`config.mk`:
```
export PLATFORM = sky130hd
export DESIGN_NAME = rv_execute
export DESIGN_NICKNAME = d
export VERILOG_FILES = /design/src/rv_core_pkg.sv /design/src/rv_execute.sv
export SDC_FILE = /design/constraint.sdc
export NUM_CORES = 1
export LEC_CHECK = 0
export ABC_AREA = 1
export BUFFER_PORTS_ARGS = -buffer_cell sky130_fd_sc_hd__buf_2
export CAP_MARGIN = 20
export CELL_PAD_IN_SITES_DETAIL_PLACEMENT = 1
export CELL_PAD_IN_SITES_GLOBAL_PLACEMENT = 1
export CORE_AREA = 2 2 260 262
export DETAILED_ROUTE_END_ITERATION = 6
export DIE_AREA = 0 0 262 264
export GPL_TIMING_DRIVEN = 0
export PLACE_DENSITY_LB_ADDON = 0.1
export SLEW_MARGIN = 20
export SYNTH_ARGS = -nofsm -noshare
export SYNTH_HDL_FRONTEND = slang
export SYNTH_SLANG_ARGS = --single-unit
```
`constraint.sdc`:
```
create_clock -name clock -period 14.35 [get_ports clock]
set_clock_uncertainty 0.1 [all_clocks]
set_input_delay 4.305 -clock clock [delete_from_list [all_inputs] [get_ports clock]]
set_output_delay 4.305 -clock clock [all_outputs]
set_load 0.05 [all_outputs]
```
`src/rv_core_pkg.sv`:
```
package rv_core_pkg;

	typedef logic [63:0] xlen_t;
	typedef logic [63:0] addr_t;
	typedef logic [31:0] inst_t;
	typedef logic [4:0] reg_index_t;

	// major opcodes of the supported subset
	localparam logic [6:0] op_reg    = 7'h33; // add sub and or xor
	localparam logic [6:0] op_imm    = 7'h13; // addi only
	localparam logic [6:0] op_lui    = 7'h37;
	localparam logic [6:0] op_branch = 7'h63; // beq bne
	localparam logic [6:0] op_jal    = 7'h6f;
	localparam logic [6:0] op_trap   = 7'h6b; // halts the core, code in x10

	typedef enum logic [2:0] {
		alu_add,
		alu_sub,
		alu_and,
		alu_or,
		alu_xor,
		alu_pass_b // lui immediate and jal link
	} alu_op_t;

	typedef enum logic [1:0] {
		fetch_idle,
		fetch_request,
		fetch_wait
	} fetch_state_t;

endpackage

```
`src/rv_execute.sv`:
```
`timescale 1ns/1ps

module rv_execute import rv_core_pkg::*; (
	input logic clock,
	input logic reset,
	input logic ex_valid,
	input addr_t ex_pc,
	input inst_t ex_inst,
	input alu_op_t ex_alu_op,
	input xlen_t ex_operand_a,
	input xlen_t ex_operand_b,
	input xlen_t ex_rs2_value,
	input logic ex_branch,
	input logic ex_branch_ne,
	input logic ex_jump,
	input addr_t ex_target,
	input logic ex_wen,
	input reg_index_t ex_rdest,
	input logic ex_is_trap,
	output xlen_t ex_result,
	output logic redirect,
	output addr_t redirect_pc,
	output logic wb_valid,
	output addr_t wb_pc,
	output inst_t wb_inst,
	output logic wb_wen,
	output reg_index_t wb_rdest,
	output xlen_t wb_wdata,
	output logic wb_is_trap
);

	logic operands_equal;
	logic branch_taken;

	always_comb begin
		case (ex_alu_op)
			alu_add: ex_result = ex_operand_a + ex_operand_b;
			alu_sub: ex_result = ex_operand_a - ex_operand_b;
			alu_and: ex_result = ex_operand_a & ex_operand_b;
			alu_or: ex_result = ex_operand_a | ex_operand_b;
			alu_xor: ex_result = ex_operand_a ^ ex_operand_b;
			alu_pass_b: ex_result = ex_operand_b;
			default: ex_result = '0;
		endcase
	end

	assign operands_equal = (ex_operand_a == ex_rs2_value);
	assign branch_taken = ex_branch && (operands_equal != ex_branch_ne);

	// fetch and decode flush on this in the same cycle
	assign redirect = ex_valid && (branch_taken || ex_jump);
	assign redirect_pc = ex_target;

	always_ff @(posedge clock) begin
		if (reset)
			wb_valid <= 1'b0;
		else
			wb_valid <= ex_valid;
	end

	always_ff @(posedge clock) begin
		if (ex_valid) begin
			wb_pc <= ex_pc;
			wb_inst <= ex_inst;
			wb_wen <= ex_wen;
			wb_rdest <= ex_rdest;
			wb_wdata <= ex_result;
			wb_is_trap <= ex_is_trap;
		end
	end

endmodule

```
== Yosys cells after proc, flatten, opt, wreduce, memory -nomap -nowiden ==
Cells that the tools add are included.

* Output and inout port bits: 297
* Bits in registers: 168
* Memory bits (writable): 0
* Bits in latches: 0
* Logic and storage cells: 24
* Memories kept: 0
* Bits in read-only memories: 0
* Input bits: 368

* Reductions and logical operators: 4
* Bitwise operators: 3
* Multiply operators: 0
* Div/mod/pow operators: 0
* Mux-type cells: 1
* $lt $le $gt $ge: 0
* Equality and inequality tests: 7
* Shift operators: 0
* $add $sub $neg: 2

{| class="wikitable"
|+ Operators by type and width
! operator !! number
|-
| case mux 64 bit (6 select lines) || 1
|-
| adder 64 bit || 1
|-
| bitwise AND 64 bit || 1
|-
| equality test 64 bit || 1
|-
| OR 64 bit || 1
|-
| subtractor 64 bit || 1
|-
| bitwise XOR 64 bit || 1
|-
| equality test 3 x 2 -> 1 bit (second input constant) || 2
|-
| equality test 3 bit (second input constant) || 2
|-
| equality test 3 x 1 -> 1 bit (second input constant) || 1
|-
| logical NOT 3 bit || 1
|-
| logical AND 1 bit || 2
|-
| logical OR 1 bit || 1
|-
| inequality test 1 bit || 1
|}

== Longest topological paths before layout ==
Gate-level depths: netlist (run 1).

* Word-level depth: 5
* Depth in mapped cells: 25
* Depth with buffers taken out: 25

== Worst setup path before layout (run 1) ==
No wires, ideal clock.

* Path type: in2out
* Start point: in ex_operand_b[0]
* End point: out ex_result[36]
* Stages: 20
* Path buffers: 0
* Arrival: 7.727 ns
* Data required time: 9.945 ns
* Path slack: 2.218 ns
* Path through: inv_1 -> ha_1 -> nand3_2 -> nor2_4 -> nand2_2 -> or3_4 -> nand2_1 -> xor2_1 -> inv_1 -> ha_1 -> nand2_1 -> nor2_1 -> nand2_1 -> nor2_1 -> nand2_1 -> nand3_1 -> a21oi_1 -> nand2_1 -> nand2_1 -> o21ai_0

* Cells in the longest elaborated chain, start to end: 2
* Elaborated cells between the ends (all ways): 3
* Classes of those cells: add/sub (2); mux (1)

{| class="wikitable"
|+ Ends and longest elaborated chain
! element !! line !! RTL
|-
| start, declared || rv_execute.sv:11 || <nowiki>input xlen_t ex_operand_b,</nowiki>
|-
| subtractor 64 bit / adder 64 bit (equally long branches) || rv_execute.sv:38, rv_execute.sv:37 ||
|-
| case mux 64 bit (6 select lines) (*) || rv_execute.sv:36 || <nowiki>case (ex_alu_op)</nowiki>
|-
| end, declared || rv_execute.sv:20 || <nowiki>output xlen_t ex_result,</nowiki>
|}

Mark *: on every way between the ends. The rest lies on a longest branch, timed or not.

== Worst setup path in the final report (run 1) ==
* Start point: in ex_operand_b[20]
* End point: out ex_result[49]

Same word-level chain as after synthesis.

==> metrics.md, run 1 <==
| Metric | Value |
|---|---|
| Status | completed |
| Syn avg cell area | 6.556 µm² |
| Top FF cell, synth | edfxtp_1 |
| Hold-fix buffers, CTS | 0 |
| CTS root buf | clkbuf_16 |
| Number of global-route vias before repair | 21350 |
| Synth top area cells | edfxtp_1, nand2_1, ha_1, inv_1, nor2_1 |
| Sequential element share of the synthesized area | 0.2760 |
| Asr flop ratio synth | 0 |
| Synthesized net count | 3344 |
| Starting Density | 0.2741 |
| Switching share of power | 0.4957 |
| Dpl hpwl | 90880 µm |
| Sequential cell area | 5035 µm² |
| Mux cell area share after synthesis | 0 |
| Commonest non-fill, non-tap cell in the layout | nand2_1 |
| PostCTS Resize Cnt | 0 |
| RSZ-0062 raised after global routing | false |
| M1 GR Usage | 0.3904 |
| # Post-CTS Setup Buffers | 0 |
| Syn-to-layout area delta | 25.85% |
| Most frequent cells in the layout | nand2_1, buf_2, inv_1 |
| Final ANT Viol Nets | 0 |
| Power Density | 92.24 nW/µm² |
| Global-route wire length before repair | 145700 µm |
| Final-stage net count | 3965 |
| WL final | 104000 µm |
| Clk buf depth | 2 |
| Filler cell count in the final layout | 8742 |
| Tot GR Track Use | 0.2941 |
| WS Path Type | in -> out |
| Die height | 264 µm |
| HP Class | in -> reg |
| Total I/O pin count | 665 |
| Area of the multi-input gates | 10650 µm² |
| Crit-path slowest cell | nor3_1 |
| Synth warn | 0 |
| Clk network pwr share | 0.233 |
| Largest net degree at the start of global routing | 94 |
| FP Rows | 95 |
| GR peak layer | met2 |
| Remaining global-route overflow | 0 |
| CP Capture Type | output pin |
| Post-synthesis cell type count | 45 |
| Setup TNS | 0 ns |
| Worst Setup Slack, final | 0.8219 ns |
| Largest family of logic cells by synthesized area | simple AND/OR/NAND/NOR gates |
| Worst-path clk slew | 0.09 ns |
| Final Hold Fails | 0 |
| Psw | 1.050 mW |
| Synth area leader | edfxtp_1 |
| Inserted Clock Buffers | 17 |
| Data required time of the worst path | 9.94 ns |
| Initial DRC Count | 1396 |
| CP Launch Type | input port |
| Slew @ Worst Pin | 1.121 ns |
| H-tree depth | 4 |
| Core ar. | 66560 µm² |
| CP dominant cell by count | nand2_1 |
| Number of port buffers | 600 |
| Rel. slew slack | 0.2527 |
| Largest fanout on the critical path | 5 |
| Number of synthesized flops with an enable pin | 167 |
| Share of cells above drive strength 1 | 0.2148 |
| Via-to-Cell Ratio | 4.866 |
| Int Power | 1.068 mW |
| Adder-cell share of the synthesized area | 0.1328 |
| Fin. max-slew vios | 0 |
| Worst Path Arrival | 9.12 ns |
| Cells along the critical path | buf_2 > inv_1 > nand4_1 > nor2_1 > nand2_1 > nor3_1 > xor2_1 > nand2_1 > o21ai_0 > ha_1 > nand2_1 > nor2_1 > inv_1 > nor2_1 > nand2_1 > nor2_1 > nand2_1 > nand3_1 > nand3_1 > nand2_1 > buf_2 |
| Top cell type's share of synthesized area | 0.2749 |
| Fmax achieved | 0.07392 GHz |
| Mapped cell area | 18240 µm² |
| Synth Register Bits | 168 |
| CTS tree | done |
| Complex-gate fraction of the synthesized area | 0.1020 |
| GRT met2 Usage | 0.5080 |
| Placer Congestion | 0.9492 |
| DRC viols | 0 |
| Synth Area in Simple Gates | 0.3171 |
| Dpl ws | 0.8609 ns |
| Leakage power | 12.61 nW |
| # clock sinks | 168 |
| Crit path time final | 13.53 ns |
| Routed len/inst | 24.22 µm |
| Met3 Resource Use GR | 0.04116 |
| Combinational group share of total power | 0.480 |
| Final setup fails | 0 |
| Mapped Cells | 2783 |
| Crit share post-route | 0.9427 |
| DRT Pass-1 Iters | 5 |
| Sequential group share of total power | 0.287 |
| Max-cap check violation count | 0 |
| Die X | 262 µm |
| Max stage delay on crit path | 0.54 ns |
| VDD IR max | 0.00007911 V |
| Area share of xor/xnor cells in the synthesized design | 0.03168 |
| Full die area | 69170 µm² |
| Initial antenna violation count | 15 |
| Via Count | 20900 |
[critical path, delay by kind of cell]
kind | cells | cell delay [ns]
xor gates and xnor gates | 1 | 0.14
buffers and inverters | 4 | 0.73
adders and majority gates | 1 | 0.48
AOI/OAI and AO/OA | 1 | 0.23
and+or+nand+nor | 14 | 3.23
[cells by family after synthesis]
kind of cell | after synthesis
and+or+nand+nor | 1438
buffers and inverters | 616
xor gates and xnor gates | 66
DFF | 168
adders and majority gates | 193
AOI/OAI and AO/OA | 302
[cell type report]
class / count / share of cell area
Tap cell: 873 / 0.04757
Buffer: 102 / 0.02763
Clock inverter: 14 / 0.005885
Antenna cell: 5 / 0.0005449
Timing Repair Buffer: 602 / 0.1327
Multi-Input combinational cell: 1999 / 0.4637
Inverter: 514 / 0.08402
Sequential cell: 168 / 0.2193
Clock buffer: 18 / 0.01869
[state kept, by name, summed over array words and instances, names as in the netlist]
register    cells
wb_wdata       64
wb_is_trap      1
wb_wen          1
wb_inst        32
wb_valid        1
wb_rdest        5
wb_pc          64
[layer usage]
metal	part of all wire	up-vias
met3	0.064	85
met2	0.48	765
met1	0.45	10030
li1	-	10010
met5	0.00072	-
met4	0.015	12
[power by group through the flow]
stage	Clock (mW)	Sequential, mW	Combinational [mW]
3_5_place_dp	0	0.620	1.01
6_report	0.493	0.608	1.02
2_1_floorplan	0	0.788	0.474
5_1_grt	0.520	0.613	1.09
3_3_place_gp	0	0.621	0.999
4_1_cts	0.507	0.609	1.02
[final timing paths]
check | from | end | slack, ns | cells past startpoint
setup / recovery | ex_operand_b[20] | ex_result[49] | 0.82 | 21
hold / removal | reset | wb_valid$_SDFF_PP0_ | 3.85 | 2
[cells in the mapped netlist (all sizes together), types with 23 or more instances]
cell and count:
nand3 103, nand2 935, ha 192, inv 514, buf 74, xor2 65, nor2 326, o21ai 95
edfxtp 167, a221oi 50, nand4 23, clkbuf 28, a21oi 103
[per-stage QoR]
step                instance area, µm²  utilization  std cells  hold WS, ns  power (mW)
floorplan                        18250            -       2783        4.277       1.262
global placement                 22340       0.3356       4256        4.362       1.620
detailed placement               22390       0.3363       4258        4.366       1.632
CTS                              22950       0.3448       4290        3.816       2.132
global route                     22950       0.3449       4292        3.846       2.224
finish                           22960       0.3450       4295        3.847       2.118
No activity file was read; power rests on OpenSTA's default activity.
==> inputs of run 2 (changes only) <==
--- a/config.mk
+++ b/config.mk
@@ -10,9 +10,9 @@
 export CAP_MARGIN = 20
 export CELL_PAD_IN_SITES_DETAIL_PLACEMENT = 1
 export CELL_PAD_IN_SITES_GLOBAL_PLACEMENT = 1
-export CORE_AREA = 2 2 260 262
+export CORE_AREA = 2 2 258 260
 export DETAILED_ROUTE_END_ITERATION = 6
-export DIE_AREA = 0 0 262 264
+export DIE_AREA = 0 0 260 262
 export GPL_TIMING_DRIVEN = 0
 export PLACE_DENSITY_LB_ADDON = 0.1
 export SLEW_MARGIN = 20
==> run 2 against run 1 <==
Compared with the run above: count of clock-buffer cells in the layout decreased by 1; global-route usage about the same; worst setup slack improved by 0.0070 ns; critical path depth increased by 1; worst hold slack got worse by 0.0041 ns; via count decreased by 0.56%; cell area about the same; total power decreased by 0.42%; sequential power about the same; clock power decreased by 0.8%; highest routed layer unchanged.
==> metrics.md, run 2 (synthesis gave the netlist of run 1 again) <==
| Metric | Value |
|---|---|
| HP Class | in -> reg |
| Die height | 262 µm |
| Starting Density | 0.2795 |
| Final-stage net count | 3965 |
| Placer Congestion | 0.9664 |
| FP Rows | 94 |
| Syn-to-layout area delta | 25.84% |
| Largest net degree at the start of global routing | 86 |
| Area of the multi-input gates | 10650 µm² |
| Worst Path Arrival | 9.12 ns |
| # Post-CTS Setup Buffers | 0 |
| Global-route wire length before repair | 143300 µm |
| Clk buf depth | 2 |
| CTS tree | done |
| DRC viols | 0 |
| Final setup fails | 0 |
| Critical path origin | ex_operand_b[0] |
| Crit-path slowest cell | o21ai_0 |
| PostCTS Resize Cnt | 0 |
| Worst setup path end | ex_result[36] |
| WS Path Type | in -> out |
| Initial DRC Count | 1328 |
| Total I/O pin count | 665 |
| Core ar. | 65280 µm² |
| Leakage power | 12.63 nW |
| Crit share post-route | 0.9422 |
| Die X | 260 µm |
| Number of port buffers | 600 |
| Max stage delay on crit path | 0.55 ns |
| Fin. max-slew vios | 0 |
| Initial antenna violation count | 16 |
| Data required time of the worst path | 9.94 ns |
| Dpl hpwl | 89650 µm |
| Remaining global-route overflow | 0 |
| Final Hold Fails | 0 |
| Fmax achieved | 0.07396 GHz |
| Crit path time final | 13.52 ns |
| WL final | 101900 µm |
| Setup TNS | 0 ns |
| Biggest regs | wb_pc (64), wb_wdata (64), wb_inst (32) |
| Hold path depth | 2 |
| # clock sinks | 168 |
| Most frequent cells in the layout | nand2_1, buf_2, inv_1 |
| Status | completed |
| Largest fanout on the critical path | 5 |
| Tot GR Track Use | 0.2936 |
| Sequential cell area | 5035 µm² |
| Full die area | 68120 µm² |
| RSZ-0062 raised after global routing | false |
| Share of cells above drive strength 1 | 0.2151 |
| CTS root buf | clkbuf_16 |
| Final ANT Viol Nets | 0 |
| Hold-fix buffers, CTS | 0 |
| CP Capture Type | output pin |
| Power Density | 91.86 nW/µm² |
| Worst-path clk slew | 0.09 ns |
| Commonest non-fill, non-tap cell in the layout | nand2_1 |
| CP dominant cell by count | nand2_1 |
| Routed len/inst | 23.79 µm |
| Via Count | 20780 |
| H-tree depth | 4 |
| Min Hold Slack | 3.842 ns |
| Max-cap check violation count | 0 |
| Number of global-route vias before repair | 21090 |
| CP Launch Type | input port |
| VDD IR max | 0.00008325 V |
| Filler cell count in the final layout | 8576 |
| Cells along the critical path | buf_2 > inv_1 > ha_1 > nand3_2 > nor2_4 > nand2_2 > nor2_1 > inv_1 > o21ai_0 > xor2_1 > ha_1 > nand2_1 > nor2_1 > nand2_1 > nor2_1 > nand2_1 > nand3_1 > a21oi_1 > nand2_1 > nand2_1 > o21ai_0 > buf_2 |
| Slew @ Worst Pin | 1.212 ns |
| Inserted Clock Buffers | 17 |
| Rel. slew slack | 0.1923 |
| DRT Pass-1 Iters | 5 |
| Via-to-Cell Ratio | 4.852 |
run 2: cell types whose count changed in the layout (fill, tap and decap cells not counted), sizes merged:
cell / change
clkbuf: -1
clkinvlp: -3
inv: +2
diode: -3
clkinv: +2
run 2: critical path: cells and delay by family:
kind | cells | cell delay, ns
and+or+nand+nor | 12 | 2.16
buffers and inverters | 4 | 0.74
AOI/OAI and AO/OA | 3 | 1.12
adders and majority gates | 2 | 0.64
xor gates and xnor gates | 1 | 0.14
run 2: cell type report:
type / count / area share
Inverter: 514 / 0.08403
Timing Repair Buffer: 602 / 0.1329
Multi-Input combinational cell: 1999 / 0.4637
Buffer: 102 / 0.02763
Clock buffer: 17 / 0.01853
Antenna cell: 2 / 0.0002180
Tap cell: 864 / 0.04708
Clock inverter: 15 / 0.006594
Sequential cell: 168 / 0.2193
run 2: worst min path at each step:
stage                from                   to
floorplan           reset  wb_valid$_SDFF_PP0_
global placement    reset  wb_valid$_SDFF_PP0_
detailed placement  reset  wb_valid$_SDFF_PP0_
CTS                 reset  wb_valid$_SDFF_PP0_
global route        reset  wb_valid$_SDFF_PP0_
finish              reset  wb_valid$_SDFF_PP0_
run 2: metal layers:
layer | vias up | wire (µm) | track usage
met5 | - | 11 | 0
met4 | 2 | 2112 | 0.07136
met3 | 99 | 5750 | 0.04176
met2 | 723 | 48260 | 0.5021
met1 | 9972 | 45750 | 0.3889
li1 | 9987 | - | -
run 2: stage by stage:
| step | total power [mW] | cells | util | area (µm²) | setup slack (ns) |
|---|---|---|---|---|---|
| floorplan | 1.262 | 2783 | - | 18250 | 2.218 |
| global placement | 1.615 | 4247 | 0.3421 | 22330 | 0.8944 |
| detailed placement | 1.628 | 4249 | 0.3428 | 22380 | 0.9416 |
| global route | 2.220 | 4281 | 0.3517 | 22950 | 0.6604 |
| CTS | 2.131 | 4281 | 0.3517 | 22950 | 0.9314 |
| finish | 2.109 | 4283 | 0.3517 | 22960 | 0.8289 |
run 2: power by group:
| part | internal (mW) | total, mW | switching (mW) |
|---|---|---|---|
| Combinational | 0.242 | 1.01 | 0.770 |
| Clock | 0.232 | 0.489 | 0.257 |
| Sequential | 0.596 | 0.609 | 0.0124 |
| Total | 1.07 | 2.11 | 1.04 |
==> inputs of run 3 (changes only) <==
--- a/config.mk
+++ b/config.mk
@@ -15,6 +15,7 @@
 export DIE_AREA = 0 0 260 262
 export GPL_TIMING_DRIVEN = 0
 export PLACE_DENSITY_LB_ADDON = 0.1
+export REMOVE_ABC_BUFFERS = 1
 export SLEW_MARGIN = 20
 export SYNTH_ARGS = -nofsm -noshare
 export SYNTH_HDL_FRONTEND = slang
==> run 3 against run 2 <==
Compared with the run above: combinational power decreased by 9%; cell count decreased by 3.6%; cell area decreased by 3.0%; worst setup slack improved by 0.14 ns; utilization decreased by 1.0 points; critical endpoint is now ex_result[43].
==> metrics.md, run 3 (synthesis gave the netlist of run 1 again) <==
| Metric | Value |
|---|---|
| Tot GR Track Use | 0.2709 |
| Final Hold Fails | 0 |
| Fin. max-slew vios | 0 |
| Final-stage net count | 3808 |
| Biggest regs | wb_pc (64), wb_wdata (64), wb_inst (32) |
| Crit path time final | 13.38 ns |
| Worst-path clk slew | 0.09 ns |
| WL final | 93530 µm |
| Max-cap check violation count | 0 |
| Final setup fails | 0 |
| CP Capture Type | output pin |
| GRT met2 Usage | 0.4342 |
| Core ar. | 65280 µm² |
| PostCTS Resize Cnt | 0 |
| Max stage delay on crit path | 0.57 ns |
| CTS root buf | clkbuf_16 |
| Hold endpoint | wb_valid$_SDFF_PP0_ |
| Min-delay src | reset |
| Crit-path slowest cell | nor2_1 |
| Sequential group share of total power | 0.297 |
| # clock sinks | 168 |
| Share of cells above drive strength 1 | 0.1880 |
| Met3 Resource Use GR | 0.07282 |
| Data required time of the worst path | 9.94 ns |
| Hold-fix buffers, CTS | 0 |
| Total I/O pin count | 665 |
| Status | completed |
| Switching share of power | 0.4793 |
| Final Total Pwr | 2.045 mW |
| Most frequent cells in the layout | nand2_1, buf_2, inv_1 |
| # Post-CTS Setup Buffers | 0 |
| Global-route wire length before repair | 134500 µm |
| Cells along the critical path | buf_2 > inv_1 > nand4_1 > nor2_1 > nand2_1 > nor2_1 > xor2_1 > o21ai_0 > ha_1 > nand2_1 > nor2_1 > inv_1 > nor2_1 > and2_1 > nand2_1 > nand2_1 > nand2_1 > nand3b_1 > nand3_1 > nand2_1 > buf_2 |
| Psw | 0.9803 mW |
| Inserted Clock Buffers | 17 |
| Die X | 260 µm |
| Number of global-route vias before repair | 20690 |
| Starting Density | 0.2795 |
| Syn-to-layout area delta | 22.10% |
| Full die area | 68120 µm² |
| WS Path Type | in -> out |
| Worst Setup Slack, final | 0.9727 ns |
| Power Density | 91.81 nW/µm² |
| Core Util, Final | 0.3413 |
| Dpl hpwl | 80920 µm |
| FP Rows | 94 |
| Rel. slew slack | 0.4145 |
| Largest net degree at the start of global routing | 105 |
| CP Launch Type | input port |
| Leakage power | 12.11 nW |
| VDD IR max | 0.00008917 V |
| M1 GR Usage | 0.3594 |
| Clk network pwr share | 0.254 |
| Int Power | 1.065 mW |
| CP dominant cell by count | nand2_1 |
| RSZ-0062 raised after global routing | false |
| Fmax achieved | 0.07475 GHz |
| Final ANT Viol Nets | 0 |
| Dpl ws | 0.9181 ns |
| Initial DRC Count | 1151 |
| H-tree depth | 4 |
| Slew @ Worst Pin | 0.8783 ns |
| Min Hold Slack | 3.864 ns |
| Crit share post-route | 0.9322 |
| CTS tree | done |
| Combinational group share of total power | 0.449 |
| HP Class | in -> reg |
| Via Count | 20020 |
| Remaining global-route overflow | 0 |
| Largest fanout on the critical path | 5 |
| Initial antenna violation count | 8 |
| Clk buf depth | 2 |
| CP bufs+invs | 4 |
| Number of port buffers | 536 |
| Worst Path Arrival | 8.97 ns |
| GR peak layer | met2 |
| Via-to-Cell Ratio | 4.850 |
| Placer Congestion | 0.9238 |
| Routed len/inst | 22.66 µm |
| Filler cell count in the final layout | 8513 |
| Hold path depth | 2 |
| CP top delay family | simple AND/OR/NAND/NOR gates |
| DRT Pass-1 Iters | 5 |
| Die height | 262 µm |
| DRC viols | 0 |
| Commonest non-fill, non-tap cell in the layout | nand2_1 |
-- run 3: worst max path at each step --
stage,depth (start not counted),endpoint,startpoint,slack (ns)
global placement,20,ex_result[49],ex_alu_op[0],-1.13
CTS,21,ex_result[43],ex_operand_b[18],0.91
detailed placement,21,ex_result[43],ex_operand_b[18],0.92
floorplan,18,ex_result[32],ex_alu_op[0],1.38
global route,23,ex_result[49],ex_operand_b[1],0.64
finish,21,ex_result[43],ex_operand_b[18],0.97
-- run 3: cell type report --
class / count / area, µm² / area share
Antenna cell: 4 / 10.01 / 0.0004493
Clock buffer: 17 / 425.4 / 0.01910
Clock inverter: 15 / 209.0 / 0.009379
Inverter: 514 / 1932 / 0.08672
Multi-Input combinational cell: 1999 / 10680 / 0.4792
Sequential cell: 168 / 5035 / 0.2260
Tap cell: 864 / 1081 / 0.04853
Timing Repair Buffer: 547 / 2910 / 0.1306
-- run 3: stage by stage --
stage	instance area (µm²)	std cells	setup TNS, ns
global placement	21370	4081	-39.13
global route	22270	4126	0
floorplan	17610	2681	0
detailed placement	21630	4092	0
finish	22280	4128	0
CTS	22270	4124	0
-- run 3: power groups by stage --
stage | Sequential, mW | Combinational [mW] | Clock, mW
final | 0.607 | 0.919 | 0.520
after detailed placement | 0.619 | 0.919 | 0
after CTS | 0.608 | 0.922 | 0.539
after global routing | 0.613 | 1.00 | 0.554
after floorplan | 0.788 | 0.424 | 0
after global placement | 0.620 | 0.900 | 0
-- run 3: per-layer routing --
layer | wire [µm] | share of wire
met5 | 409 | 0.0044
met4 | 1642 | 0.018
met3 | 6687 | 0.071
met2 | 41820 | 0.45
met1 | 42970 | 0.46
